## src/source/nic_config.svh

```systemverilog
`ifndef NIC_CONFIG_SVH
`define NIC_CONFIG_SVH

// Register byte offsets
`define NIC_REG_CTRL    16'h0000
`define NIC_REG_STATUS  16'h0008
`define NIC_REG_MDIC    16'h0020
`define NIC_REG_ICR     16'h00C0
`define NIC_REG_ICS     16'h00C8
`define NIC_REG_IMS     16'h00D0
`define NIC_REG_IMC     16'h00D8

`define NIC_CTRL_RST_BIT      26
`define NIC_CTRL_PHY_RST_BIT  31
`define NIC_MDIC_R_BIT        28
`define NIC_MDIC_OP_WRITE     2'b01
`define NIC_MDIC_OP_READ      2'b10
`define NIC_ICR_MDAC_BIT      9
`define NIC_ICR_PHYINT_BIT    12
`define NIC_PHY_ADDR          5'd0
`define NIC_MDC_DIV           4 // Half MDC period in aclk cycles
`define NIC_STATUS_VALUE      32'h0000_0283 // FD, LU, 1000 Mb/s
`endif
```

## src/source/nic_pkg.sv

```systemverilog
package nic_pkg;

	typedef struct packed {
		logic wr;
		logic rd;
		logic [15:0] addr;
		logic [31:0] wdata;
	} csr_req_t;

	typedef struct packed {
		logic rvalid;
		logic [31:0] rdata;
	} csr_rsp_t;

	typedef struct packed {
		logic start;
		logic [1:0] op;
		logic [4:0] regad;
		logic [15:0] wdata;
	} mdio_cmd_t;

	typedef struct packed {
		logic done;
		logic [15:0] rdata;
	} mdio_res_t;

	typedef struct packed {
		logic ics_set;
		logic ims_set;
		logic imc_set;
		logic icr_rd;
		logic [31:0] wdata;
	} intr_wr_t;

	// Clause 22 frame, built by fields and shifted out as bits
	typedef union packed {
		struct packed {
			logic [1:0] st;
			logic [1:0] op;
			logic [4:0] phyad;
			logic [4:0] regad;
			logic [1:0] ta;
			logic [15:0] data;
		} fields;
		logic [31:0] bits;
	} mdio_frame_u;
endpackage

```

## src/source/nic_top.sv

```systemverilog
`timescale 1ns/10ps

module nic_top (
	input  logic aclk,
	input  logic rst_n_i,
	input  nic_pkg::csr_req_t reg_i,
	output nic_pkg::csr_rsp_t reg_o,
	output logic intr_o,
	output logic rst_req_o,
	output logic phy_reset_o,
	output logic mdc_o,
	output logic mdio_o,
	output logic mdio_oe_o,
	input  logic mdio_i,
	input  logic phy_int_i
);
	import nic_pkg::*;

	intr_wr_t intr_wr;
	mdio_cmd_t mdio_cmd;
	mdio_res_t mdio_res;
	logic [31:0] icr;
	logic [31:0] ims;

	csr_regs csr_regs0 (
		.aclk(aclk), .rst_n_i(rst_n_i),
		.csr_i(reg_i), .csr_o(reg_o),
		.icr_i(icr), .ims_i(ims),
		.intr_wr_o(intr_wr),
		.mdio_cmd_o(mdio_cmd), .mdio_res_i(mdio_res),
		.rst_req_o(rst_req_o), .phy_reset_o(phy_reset_o)
	);

	intr_ctrl intr_ctrl0 (
		.aclk(aclk), .rst_n_i(rst_n_i),
		.intr_wr_i(intr_wr),
		.mdac_i(mdio_res.done), // Access complete is the MDAC cause
		.phy_int_i(phy_int_i),
		.icr_o(icr), .ims_o(ims),
		.intr_o(intr_o)
	);

	mdio_master mdio_master0 (
		.aclk(aclk), .rst_n_i(rst_n_i),
		.cmd_i(mdio_cmd), .res_o(mdio_res),
		.mdc_o(mdc_o), .mdio_o(mdio_o), .mdio_oe_o(mdio_oe_o),
		.mdio_i(mdio_i)
	);
endmodule

```

## src/source/mdio_master.sv

```systemverilog
`timescale 1ns/10ps
`include "nic_config.svh"

module mdio_master (
	input  logic aclk,
	input  logic rst_n_i,
	input  nic_pkg::mdio_cmd_t cmd_i,
	output nic_pkg::mdio_res_t res_o,
	output logic mdc_o,
	output logic mdio_o,
	output logic mdio_oe_o,
	input  logic mdio_i
);
	import nic_pkg::*;

	localparam int DIV_W = $clog2(`NIC_MDC_DIV + 1);
	localparam logic [DIV_W-1:0] DIV_LAST = DIV_W'(`NIC_MDC_DIV - 1);

	logic [DIV_W-1:0] div_q;
	logic mdc_q;
	logic busy_q;
	logic rd_op_q;
	logic oe_q;
	logic done_q;
	logic [5:0] bit_q; // Bits 0..31 preamble, 32..63 frame
	logic [15:0] rdata_q;
	logic tick;
	logic rise;
	logic fall;
	mdio_frame_u frame_d;
	mdio_frame_u frame_q;

	assign tick = busy_q && (div_q == DIV_LAST);
	assign rise = tick && !mdc_q;
	assign fall = tick && mdc_q;

	always_comb begin
		frame_d.fields.st = 2'b01;
		frame_d.fields.op = cmd_i.op;
		frame_d.fields.phyad = `NIC_PHY_ADDR;
		frame_d.fields.regad = cmd_i.regad;
		frame_d.fields.ta = 2'b10;
		frame_d.fields.data = (cmd_i.op == `NIC_MDIC_OP_READ) ? 16'h0000 : cmd_i.wdata;
	end

	always_ff @(posedge aclk) begin
		if (!rst_n_i) begin
			busy_q <= 1'b0;
			div_q <= '0;
			mdc_q <= 1'b0;
			bit_q <= '0;
			oe_q <= 1'b0;
			rd_op_q <= 1'b0;
			done_q <= 1'b0;
		end else begin
			done_q <= 1'b0;
			if (cmd_i.start) begin
				busy_q <= 1'b1;
				div_q <= '0;
				mdc_q <= 1'b0;
				bit_q <= '0;
				oe_q <= 1'b1;
				rd_op_q <= cmd_i.op == `NIC_MDIC_OP_READ;
			end else if (busy_q) begin
				div_q <= tick ? '0 : div_q + 1'b1;
				if (tick) begin
					mdc_q <= !mdc_q;
				end
				if (fall) begin
					bit_q <= bit_q + 1'b1;
					if (bit_q == 6'd63) begin
						busy_q <= 1'b0;
						oe_q <= 1'b0;
						done_q <= 1'b1;
					end else if (rd_op_q && bit_q == 6'd45) begin
						oe_q <= 1'b0; // PHY owns the line from TA
					end
				end
			end
		end
	end

	always_ff @(posedge aclk) begin
		if (cmd_i.start) begin
			frame_q <= frame_d;
		end else if (fall && bit_q[5]) begin
			frame_q.bits <= {frame_q.bits[30:0], 1'b0};
		end
		if (rise && rd_op_q && bit_q >= 6'd48) begin
			rdata_q <= {rdata_q[14:0], mdio_i}; // MSB first
		end
	end

	assign mdc_o = mdc_q;
	assign mdio_o = bit_q[5] ? frame_q.bits[31] : 1'b1;
	assign mdio_oe_o = oe_q;
	assign res_o = '{done: done_q, rdata: rdata_q};

	a_no_start_busy: assert property (@(posedge aclk) disable iff (!rst_n_i)
		cmd_i.start |-> !busy_q)
		else $error("mdio_master: start while an access is running");
endmodule

```

## src/source/intr_ctrl.sv

```systemverilog
`timescale 1ns/10ps
`include "nic_config.svh"

module intr_ctrl (
	input  logic aclk,
	input  logic rst_n_i,
	input  nic_pkg::intr_wr_t intr_wr_i,
	input  logic mdac_i,
	input  logic phy_int_i,
	output logic [31:0] icr_o,
	output logic [31:0] ims_o,
	output logic intr_o
);
	logic [1:0] phy_sync_q;
	logic [31:0] cause_set;
	logic [31:0] icr_d;
	logic [31:0] icr_q;
	logic [31:0] ims_d;
	logic [31:0] ims_q;
	logic intr_q;

	// Two-flop synchronizer for the PHY pin
	always_ff @(posedge aclk) begin
		if (!rst_n_i) begin
			phy_sync_q <= 2'b00;
		end else begin
			phy_sync_q <= {phy_sync_q[0], phy_int_i};
		end
	end

	always_comb begin
		cause_set = intr_wr_i.ics_set ? intr_wr_i.wdata : 32'h0;
		cause_set[`NIC_ICR_MDAC_BIT] = cause_set[`NIC_ICR_MDAC_BIT] | mdac_i;
		cause_set[`NIC_ICR_PHYINT_BIT] = cause_set[`NIC_ICR_PHYINT_BIT] | phy_sync_q[1];
		// New causes win over read-to-clear
		icr_d = (intr_wr_i.icr_rd ? 32'h0 : icr_q) | cause_set;
		ims_d = ims_q;
		if (intr_wr_i.ims_set) begin
			ims_d = ims_q | intr_wr_i.wdata;
		end else if (intr_wr_i.imc_set) begin
			ims_d = ims_q & ~intr_wr_i.wdata;
		end
	end

	always_ff @(posedge aclk) begin
		if (!rst_n_i) begin
			icr_q <= '0;
			ims_q <= '0;
			intr_q <= 1'b0;
		end else begin
			icr_q <= icr_d;
			ims_q <= ims_d;
			intr_q <= |(icr_d & ims_d);
		end
	end

	assign icr_o = icr_q;
	assign ims_o = ims_q;
	assign intr_o = intr_q;

	// Rises only after a new cause or a mask bit set
	a_intr_rise: assert property (@(posedge aclk) disable iff (!rst_n_i)
		$rose(intr_o) |-> $past(intr_wr_i.ics_set || intr_wr_i.ims_set || mdac_i
		|| phy_sync_q[1]))
		else $error("intr_ctrl: interrupt rose without a new cause or unmask");
endmodule

```

## src/source/csr_regs.sv

```systemverilog
`timescale 1ns/10ps
`include "nic_config.svh"

module csr_regs (
	input  logic aclk,
	input  logic rst_n_i,
	input  nic_pkg::csr_req_t csr_i,
	output nic_pkg::csr_rsp_t csr_o,
	input  logic [31:0] icr_i,
	input  logic [31:0] ims_i,
	output nic_pkg::intr_wr_t intr_wr_o,
	output nic_pkg::mdio_cmd_t mdio_cmd_o,
	input  nic_pkg::mdio_res_t mdio_res_i,
	output logic rst_req_o,
	output logic phy_reset_o
);
	logic [31:0] ctrl_q;
	logic [31:0] mdic_q;
	logic [31:0] rd_mux;
	logic [31:0] rdata_q;
	logic rvalid_q;
	logic sel_ctrl;
	logic sel_mdic;
	logic sel_icr;
	logic sel_ics;
	logic sel_ims;
	logic sel_imc;
	logic mdic_start;

	assign sel_ctrl = csr_i.addr == `NIC_REG_CTRL;
	assign sel_mdic = csr_i.addr == `NIC_REG_MDIC;
	assign sel_icr = csr_i.addr == `NIC_REG_ICR;
	assign sel_ics = csr_i.addr == `NIC_REG_ICS;
	assign sel_ims = csr_i.addr == `NIC_REG_IMS;
	assign sel_imc = csr_i.addr == `NIC_REG_IMC;

	// Only accepted when no access is running
	assign mdic_start = csr_i.wr && sel_mdic && mdic_q[`NIC_MDIC_R_BIT];

	always_ff @(posedge aclk) begin
		if (!rst_n_i) begin
			ctrl_q <= '0;
		end else if (csr_i.wr && sel_ctrl) begin
			ctrl_q <= csr_i.wdata;
		end
	end

	always_ff @(posedge aclk) begin
		if (!rst_n_i) begin
			mdic_q <= 32'h1 << `NIC_MDIC_R_BIT; // Ready out of reset
		end else if (mdio_res_i.done) begin
			mdic_q[`NIC_MDIC_R_BIT] <= 1'b1;
			if (mdic_q[27:26] == `NIC_MDIC_OP_READ) begin
				mdic_q[15:0] <= mdio_res_i.rdata;
			end
		end else if (mdic_start) begin
			mdic_q <= {4'b0000, csr_i.wdata[27:0]}; // R drops while busy
		end
	end

	always_comb begin
		case (csr_i.addr)
			`NIC_REG_CTRL:   rd_mux = ctrl_q;
			`NIC_REG_STATUS: rd_mux = `NIC_STATUS_VALUE;
			`NIC_REG_MDIC:   rd_mux = mdic_q;
			`NIC_REG_ICR:    rd_mux = icr_i;
			`NIC_REG_IMS:    rd_mux = ims_i;
			default:         rd_mux = '0; // ICS, IMC and holes
		endcase
	end

	always_ff @(posedge aclk) begin
		if (!rst_n_i) begin
			rvalid_q <= 1'b0;
		end else begin
			rvalid_q <= csr_i.rd;
		end
	end

	always_ff @(posedge aclk) begin
		if (csr_i.rd) begin
			rdata_q <= rd_mux;
		end
	end

	assign csr_o = '{rvalid: rvalid_q, rdata: rdata_q};

	assign intr_wr_o = '{
		ics_set: csr_i.wr && sel_ics,
		ims_set: csr_i.wr && sel_ims,
		imc_set: csr_i.wr && sel_imc,
		icr_rd: csr_i.rd && sel_icr,
		wdata: csr_i.wdata
	};

	// MDIC fields straight from the write data
	assign mdio_cmd_o = '{
		start: mdic_start,
		op: csr_i.wdata[27:26],
		regad: csr_i.wdata[20:16],
		wdata: csr_i.wdata[15:0]
	};

	assign rst_req_o = ctrl_q[`NIC_CTRL_RST_BIT];
	assign phy_reset_o = ctrl_q[`NIC_CTRL_PHY_RST_BIT] || !rst_n_i;

	a_no_wr_rd: assert property (@(posedge aclk) disable iff (!rst_n_i)
		!(csr_i.wr && csr_i.rd))
		else $error("csr_regs: write and read strobe in one cycle");
endmodule

```

## config.mk

```make
export PLATFORM = sky130hd
export DESIGN_NAME = nic_top
export DESIGN_NICKNAME = d
export VERILOG_FILES = /design/src/source/nic_pkg.sv /design/src/source/nic_top.sv /design/src/source/mdio_master.sv /design/src/source/intr_ctrl.sv /design/src/source/csr_regs.sv
export VERILOG_INCLUDE_DIRS = /design/src /design/src/source
export SDC_FILE = /design/constraint.sdc
export NUM_CORES = 1
export LEC_CHECK = 0
export ABC_AREA = 1
export BUFFER_PORTS_ARGS = -buffer_cell sky130_fd_sc_hd__buf_4
export CAP_MARGIN = 15
export CELL_PAD_IN_SITES_DETAIL_PLACEMENT = 0
export CELL_PAD_IN_SITES_GLOBAL_PLACEMENT = 1
export CORE_UTILIZATION = 50
export CTS_BUF_LIST = sky130_fd_sc_hd__clkbuf_4
export DETAILED_ROUTE_END_ITERATION = 16
export MAX_ROUTING_LAYER = met4
export PLACE_DENSITY_LB_ADDON = 0.1
export SLEW_MARGIN = 5
export SYNTH_ARGS = -nofsm -noshare
export SYNTH_HDL_FRONTEND = slang
export SYNTH_SLANG_ARGS = --single-unit
```

## constraint.sdc

```tcl
create_clock -name aclk -period 6.9 [get_ports aclk]
set_input_delay 1.035 -clock aclk [delete_from_list [all_inputs] [get_ports aclk]]
set_output_delay 1.035 -clock aclk [all_outputs]
set_load 0.005 [all_outputs]
```

==> results of run 1 <==
flip-flops by register name, summed over array words and instances (netlist names), 2 cells and up:
name / flops
mdio_master0.frame_q: 32
intr_ctrl0.phy_sync_q: 2
csr_regs0.ctrl_q: 32
mdio_master0.bit_q: 6
csr_regs0.rdata_q: 32
intr_ctrl0.ims_o: 32
csr_regs0.mdic_q: 29
mdio_master0.div_q: 3
mdio_master0.rdata_q: 16
intr_ctrl0.icr_o: 32
power by group through the flow:
stage                     Sequential (mW)  Combinational, mW  Clock (mW)
after global routing                 1.36              0.107        1.25
after CTS                            1.36             0.0989        1.18
after floorplan                      1.39             0.0332           0
final                                1.36             0.0991        1.16
after detailed placement             1.39             0.0986           0
after global placement               1.39             0.0991           0
metal layers:
layer / part of all wire / track usage
met5: 0 / -
met3: 0.064 / 0.0503
met1: 0.44 / 0.356
met2: 0.46 / 0.446
met4: 0.032 / 0.123
layout make-up:
type	count	area [µm²]	area share
timing repair buffer	99	743	0.0665
tap	260	325	0.0291
clock buffer	90	676	0.0604
clock inverter	14	80.1	0.00716
multi-input combinational	782	3780	0.338
antenna	2	5.00	0.000448
inverter	106	398	0.0356
sequential	223	5170	0.463
kinds of logic after synthesis:
logic type               after synthesis  share of synthesized area
AND/OR/NAND/NOR                      503                      0.224
flip-flops                           223                      0.536
XOR/XNOR                               3                    0.00272
AO/OA/AOI/OAI                        273                      0.160
adder cells (fa/ha/maj)                3                    0.00389
buffers and inverters                176                     0.0739
synth_stat cells (4+ instances only):
library cell | instances | area share
nand4_1 | 46 | 0.030
nand2_1 | 315 | 0.12
o21ai_0 | 103 | 0.053
inv_1 | 102 | 0.040
clkbuf_1 | 38 | 0.015
a221o_1 | 12 | 0.012
nor2_1 | 76 | 0.030
a21oi_1 | 116 | 0.060
nor3_1 | 4 | 0.0021
inv_2 | 4 | 0.0016
edfxtp_1 | 71 | 0.22
buf_4 | 6 | 0.0047
buf_2 | 16 | 0.0083
dfxtp_1 | 152 | 0.32
nor2_4 | 4 | 0.0047
nand3_1 | 44 | 0.023
buf_1 | 7 | 0.0027
o2111ai_1 | 13 | 0.012
o22ai_1 | 12 | 0.0078
worst max path at each step:
stage	endpoint	slack, ns	cells past startpoint
after floorplan	mdio_master0.frame_q[0]$_DFFE_PP_	4.03	8
after global placement	intr_ctrl0.intr_o$_SDFF_PN0_	2.53	15
after detailed placement	mdio_master0.frame_q[10]$_DFFE_PP_	2.49	9
after CTS	mdio_master0.frame_q[4]$_DFFE_PP_	3.21	9
after global routing	mdio_master0.frame_q[29]$_DFFE_PP_	2.85	9
final	intr_ctrl0.intr_o$_SDFF_PN0_	3.11	15
critical path, cell delays in order:
cell     delay (ns)
buf_4          0.11
nor2_1         0.09
nand2_1        0.09
nor2_4         0.61
buf_4          0.41
nand3_4        0.38
nor2_4         0.88
nand2_1        0.15
nand2_1        0.11
nand2_1        0.05
nand2_1        0.08
nor2_1         0.07
nand2_1        0.05
nor2_1         0.07
a21oi_1        0.14
through the flow:
step / std cells / hold WS [ns] / power (mW) / instance area, µm² / setup WS [ns]
finish: 1576 / 0.413 / 2.61 / 11200 / 3.11
global route: 1576 / 0.440 / 2.71 / 11200 / 2.85
CTS: 1574 / 0.416 / 2.64 / 11200 / 3.21
detailed placement: 1470 / 0.401 / 1.49 / 10400 / 2.49
global placement: 1470 / 0.393 / 1.49 / 10400 / 2.53
floorplan: 1181 / 0.390 / 1.42 / 9660 / 4.03
==> summary.md, run 1 <==
| Metric | Value |
|---|---|
| Outcome | `finished, final reports clean` |
| Lkg Pwr | `4.66 nW` |
| HP Start | `intr_ctrl0.phy_sync_q[0]$_SDFF_PN0_` |
| GRT Overall Usage | `0.282` |
| Number of synthesized flops with an enable pin | `71` |
| PortBufs | `92` |
| CTS tree | `yes` |
| Total core area | `18800 µm²` |
| Synthesis-to-layout area growth | `15.8%` |
| Crit Path Max Fanout | `32` |
| Yosys warns | `0` |
| Final Max Tran Viols | `0` |
| Mapped cell area | `9660 µm²` |
| Final wirelength | `26700 µm` |
| Die area | `19900 µm²` |
| Commonest non-fill, non-tap cell in the layout | `nand2_1` |
| Origin of the worst setup path | `reg_i[45]` |
| Ports | `93` |
| Share of layout cells above drive strength 1 | `0.161` |
| Sequential share of the synthesized area | `0.536` |
| DR vias | `8583` |
| Root buffer cell | `clkbuf_4` |
| Slew HR | `0.289` |
| PD cells | `234 nW/µm²` |
| Ys async rst share | `0` |
| FILL cells | `1821` |
| CTS Sinks | `223` |
| WL per Instance | `16.9 µm` |
| Die Width | `141 µm` |
| Post-route DRC | `0` |
| WHS Path Cells | `2` |
| Total Nets Final | `1326` |
| Arr. time, crit path | `4.37 ns` |
| RSZ-0062 raised after global routing | `no` |
| Number of post-CTS setup repair buffers | `0` |
| Logic gate share of total power | `0.038` |
| Peak supply drop | `0.000126 V` |
| Avg Cell Area, Syn | `8.18 µm²` |
| Slew @ Worst Pin | `1.06 ns` |
| RR Endpoint | `mdio_master0.mdio_oe_o$_SDFFE_PN0P_` |
| Setup TNS | `0 ns` |
| CTS resizes | `0` |
| Cells after Synth | `1181` |
| Initial core utilization | `0.513` |
| CTS buffer count | `57` |
| First-pass GRT wire length | `42300 µm` |
| Clock slew at reported path FFs | `0.07 ns` |
| Clk Latency, worst-skew pair | `0.68 ns` |
| Post-synth cell types | `44` |
| Gpl congestion | `0.834` |
| Final Hold Vio Count | `0` |
| First-pass DRT Iterations | `5` |
| Drt initial violations | `518` |
| Reg2Reg Depth | `10` |
| CP startpoint kind | `primary input` |
| Clock skew | `0.0384 ns` |
| Power Internal | `2.02 mW` |
| Sequential Power Share | `0.519` |
| Vias in the first global route | `8061` |
| Reg2reg start | `mdio_master0.div_q[0]$_SDFFE_PP0P_` |
| Critical path capture point type | `flop` |
| Max-cap violation count | `0` |
| Row cnt | `50` |
| HPWL after DPL | `16700 µm` |
| Fmax | `264 MHz` |
| Clock share of power | `0.443` |
| Die H | `141 µm` |
| Crit share post-route | `0.549` |
| Syn nets | `1238` |
| Hold Crit Endpoint | `intr_ctrl0.phy_sync_q[1]$_SDFF_PN0_` |
| #FFs+latches synth | `223` |
| Final core occ | `0.594` |
| # hold bufs at CTS | `0` |
| Post-DRT Antenna Nets | `0` |
| Psw | `0.598 mW` |
| R2R setup slack | `4.24 ns` |
| Net Sw Frac | `0.229` |
| Final setup vio count | `0` |
| Commonest non-fill, non-tap cells in the layout | `nand2_1 (314), dfxtp_1 (152), a21oi_1 (116), o21ai_0 (103), inv_1 (102)` |
| Largest net degree at the start of global routing | `64` |
| H-tree level count | `2` |
| Total congestion overflow | `0` |
| Most used DFF post-synth | `dfxtp_1` |
| Worst endpoint required time | `7.48 ns` |
| Initial antenna violation count | `1` |
| Post-layout minimum cycle time | `3.79 ns` |
| Setup CP Type | `primary input to flop` |
| Hold crit path type | `flop to flop` |
| CTS Buffer Depth | `3` |
| DR vias/cell | `5.45` |
No activity file was read; power rests on OpenSTA's default activity.
==> run 2, diff against run 1 <==
Settings changed: CORE_UTILIZATION 50 to 46.
Clock period 6.9 ns to 3.5 ns, I/O delays scaled along.
==> run 2 against run 1 <==
Clock skew down 0.0064 ns. Sequential cell count unchanged. Hold slack worse by 0.29 ns. Die area up 8.6%. Worst setup slack worse by 1.9 ns. Final cell count up 2.4%. Count of clock-buffer cells in the layout up 8. Combinational power up 100%. Largest cell class unchanged.
==> summary.md, run 2 (synthesis results as in run 1) <==
| Metric | Value |
|---|---|
| Outcome | `finished, final reports clean (unchanged)` |
| Commonest non-fill, non-tap cells in the layout | `nand2_1 (314), dfxtp_1 (152), buf_4 (119), a21oi_1 (116), o21ai_0 (103) (was nand2_1 (314), dfxtp_1 (152), a21oi_1 (116), o21ai_0 (103), inv_1 (102))` |
| Clk Latency, worst-skew pair | `0.70 ns (was 0.68 ns)` |
| Vias in the first global route | `8164 (was 8061)` |
| Critical path's slowest cell | `dfxtp_1 (was nor2_4)` |
| WP depth | `10 (was 15)` |
| Total Nets Final | `1351 (was 1326)` |
| Initial core utilization | `0.473 (was 0.513)` |
| Logic gate share of total power | `0.038 (about the same)` |
| Final Hold Vio Count | `0 (unchanged)` |
| CTS resizes | `0 (unchanged)` |
| Peak supply drop | `0.000233 V (was 0.000126 V)` |
| Row cnt | `52 (was 50)` |
| Slew @ Worst Pin | `0.998 ns (was 1.06 ns)` |
| Gpl congestion | `0.825 (was 0.834)` |
| Clock skew | `0.0320 ns (was 0.0384 ns)` |
| CP startpoint kind | `flop (was primary input)` |
| WHS Path Cells | `3 (was 2)` |
| Total core area | `20400 µm² (was 18800 µm²)` |
| Drt initial violations | `524 (was 518)` |
| CP Cell Sequence | `ha_1 -> nand2_1 -> nor2_1 -> inv_1 -> nor2_1 -> nand2_1 -> inv_1 -> buf_4 -> nand3_1 -> o21ai_0 (was buf_4 -> nor2_1 -> nand2_1 -> nor2_4 -> buf_4 -> nand3_4 -> nor2_4 -> nand2_1 -> nand2_1 -> nand2_1 -> nand2_1 -> nor2_1 -> nand2_1 -> nor2_1 -> a21oi_1)` |
| Die Width | `147 µm (was 141 µm)` |
| Power Internal | `4.07 mW (was 2.02 mW)` |
| Final setup vio count | `0 (unchanged)` |
| DR vias | `8569 (was 8583)` |
| WHS | `0.122 ns (was 0.413 ns)` |
| Reg2Reg Depth | `10 (unchanged)` |
| Final Max Tran Viols | `0 (unchanged)` |
| Clock share of power | `0.454 (was 0.443)` |
| CTS Sinks | `223 (unchanged)` |
| Clock slew at reported path FFs | `0.07 ns (about the same)` |
| Synthesis-to-layout area growth | `18.4% (was 15.8%)` |
| Largest net degree at the start of global routing | `51 (was 64)` |
| Hold Crit Endpoint | `csr_regs0.mdic_q[25]$_SDFFE_PN0P_ (was intr_ctrl0.phy_sync_q[1]$_SDFF_PN0_)` |
| Crit share post-route | `0.655` |
| Reg2reg start | `mdio_master0.div_q[0]$_SDFFE_PP0P_ (unchanged)` |
| Hold crit path type | `primary input to flop (was flop to flop)` |
| DR vias/cell | `5.31 (was 5.45)` |
| RR Endpoint | `mdio_master0.frame_q[15]$_DFFE_PP_ (was mdio_master0.mdio_oe_o$_SDFFE_PN0P_)` |
| Share of layout cells above drive strength 1 | `0.179 (was 0.161)` |
| WL per Instance | `17.3 µm (was 16.9 µm)` |
| R2R setup slack | `1.21 ns (was 4.24 ns)` |
| PortBufs | `92 (unchanged)` |
| Setup TNS | `0 ns (unchanged)` |
| H-tree level count | `2 (unchanged)` |
| First-pass DRT Iterations | `5 (unchanged)` |
| Die area | `21600 µm² (was 19900 µm²)` |
| First-pass GRT wire length | `43900 µm (was 42300 µm)` |
| Lkg Pwr | `4.81 nW (was 4.66 nW)` |
| RSZ-0062 raised after global routing | `no (unchanged)` |
| Setup CP Type | `flop to flop (was primary input to flop)` |
| Fmax | `436 MHz` |
| Die H | `147 µm (was 141 µm)` |
| Arr. time, crit path | `2.74 ns (was 4.37 ns)` |
| Post-DRT Antenna Nets | `0 (unchanged)` |
| Max-cap violation count | `0 (unchanged)` |
| Initial antenna violation count | `1 (unchanged)` |
| Worst endpoint required time | `3.95 ns (was 7.48 ns)` |
| PD cells | `461 nW/µm² (was 234 nW/µm²)` |
| Commonest non-fill, non-tap cell in the layout | `nand2_1 (unchanged)` |
| Critical path capture point type | `flop (unchanged)` |
| Sequential Power Share | `0.508 (was 0.519)` |
| Root buffer cell | `clkbuf_4 (unchanged)` |
| Post-layout minimum cycle time | `2.29 ns` |
| Slew HR | `0.335 (was 0.289)` |
| CTS Buffer Depth | `3 (unchanged)` |
| Psw | `1.20 mW (was 0.598 mW)` |
| Crit Path Max Fanout | `31 (was 32)` |
| Critical Path Max Stage Delay | `0.35 ns (was 0.88 ns)` |
| HP Start | `reg_i[25] (was intr_ctrl0.phy_sync_q[0]$_SDFF_PN0_)` |
| GRT Overall Usage | `0.270 (was 0.282)` |
| Total congestion overflow | `0 (unchanged)` |
| CTS tree | `yes (unchanged)` |
| CP Buf/Inv Count | `3 (was 2)` |
| HPWL after DPL | `18400 µm (was 16700 µm)` |
| Net Sw Frac | `0.228 (was 0.229)` |
| Post-route DRC | `0 (unchanged)` |
| CTS buffer count | `59 (was 57)` |
| CP top delay family | `simple AND/OR/NAND/NOR gates (unchanged)` |
| Final wirelength | `27900 µm (was 26700 µm)` |
| Ports | `93 (unchanged)` |
run 2: cell type report:
class	instances	area (µm²)
flip-flops and latches	223	5170
clock buffers	98	736
repair buffers	122	933
diodes	1	2.50
well taps	270	338
fillers	2008	9000
clock inverters	12	71.3
inverters	106	398
multi-input cells	782	3780
run 2: worst register-to-register path: cells and delay by family (launching register included):
kind / cells / cell delay [ns]
simple gates: 5 / 0.80
buf+inv: 3 / 0.56
flops: 1 / 0.35
compound gates: 1 / 0.19
fa+ha+maj: 1 / 0.15
run 2: routing by layer:
layer,global-route usage,vias to the layer above,share of wire
li1,-,4284,-
met1,0.355,3958,0.46
met2,0.422,270,0.46
met3,0.0447,57,0.056
met4,0.0979,0,0.025
met5,-,-,0
run 2: worst max path at each step:
stage / from / end
3_5_place_dp: reg_i[34] / csr_regs0.mdic_q[16]$_SDFFE_PN0P_
5_1_grt: mdio_master0.div_q[0]$_SDFFE_PP0P_ / mdio_master0.frame_q[15]$_DFFE_PP_
4_1_cts: reg_i[34] / csr_regs0.mdic_q[16]$_SDFFE_PN0P_
2_1_floorplan: reg_i[47] / mdio_master0.frame_q[0]$_DFFE_PP_
3_3_place_gp: reg_i[34] / csr_regs0.mdic_q[17]$_SDFFE_PN0P_
6_report: mdio_master0.div_q[0]$_SDFFE_PP0P_ / mdio_master0.frame_q[15]$_DFFE_PP_
run 2: per-stage QoR:
step	std cells	utilization	instance area [µm²]	power, mW	setup slack [ns]
floorplan	1181	-	9660	2.80	1.14
global placement	1501	0.519	10600	2.93	0.599
detailed placement	1501	0.519	10600	2.93	0.464
CTS	1613	0.559	11400	5.33	1.17
global route	1614	0.560	11400	5.48	0.998
finish	1614	0.560	11400	5.27	1.21
run 2: what timing repair did:
action / in CTS / in global routing
setup buffers: 0 / 0
hold buffers: 2 / 0
hold endpoints to repair: 2 / 0
endpoints found under the setup margin: 0 / 0
run 2: power by group through the flow:
| stage | logic, mW | registers [mW] | clock network, mW |
|---|---|---|---|
| global placement | 0.200 | 2.73 | 0 |
| finish | 0.201 | 2.68 | 2.40 |
| floorplan | 0.0655 | 2.74 | 0 |
| CTS | 0.202 | 2.68 | 2.45 |
| detailed placement | 0.200 | 2.73 | 0 |
| global route | 0.220 | 2.68 | 2.59 |
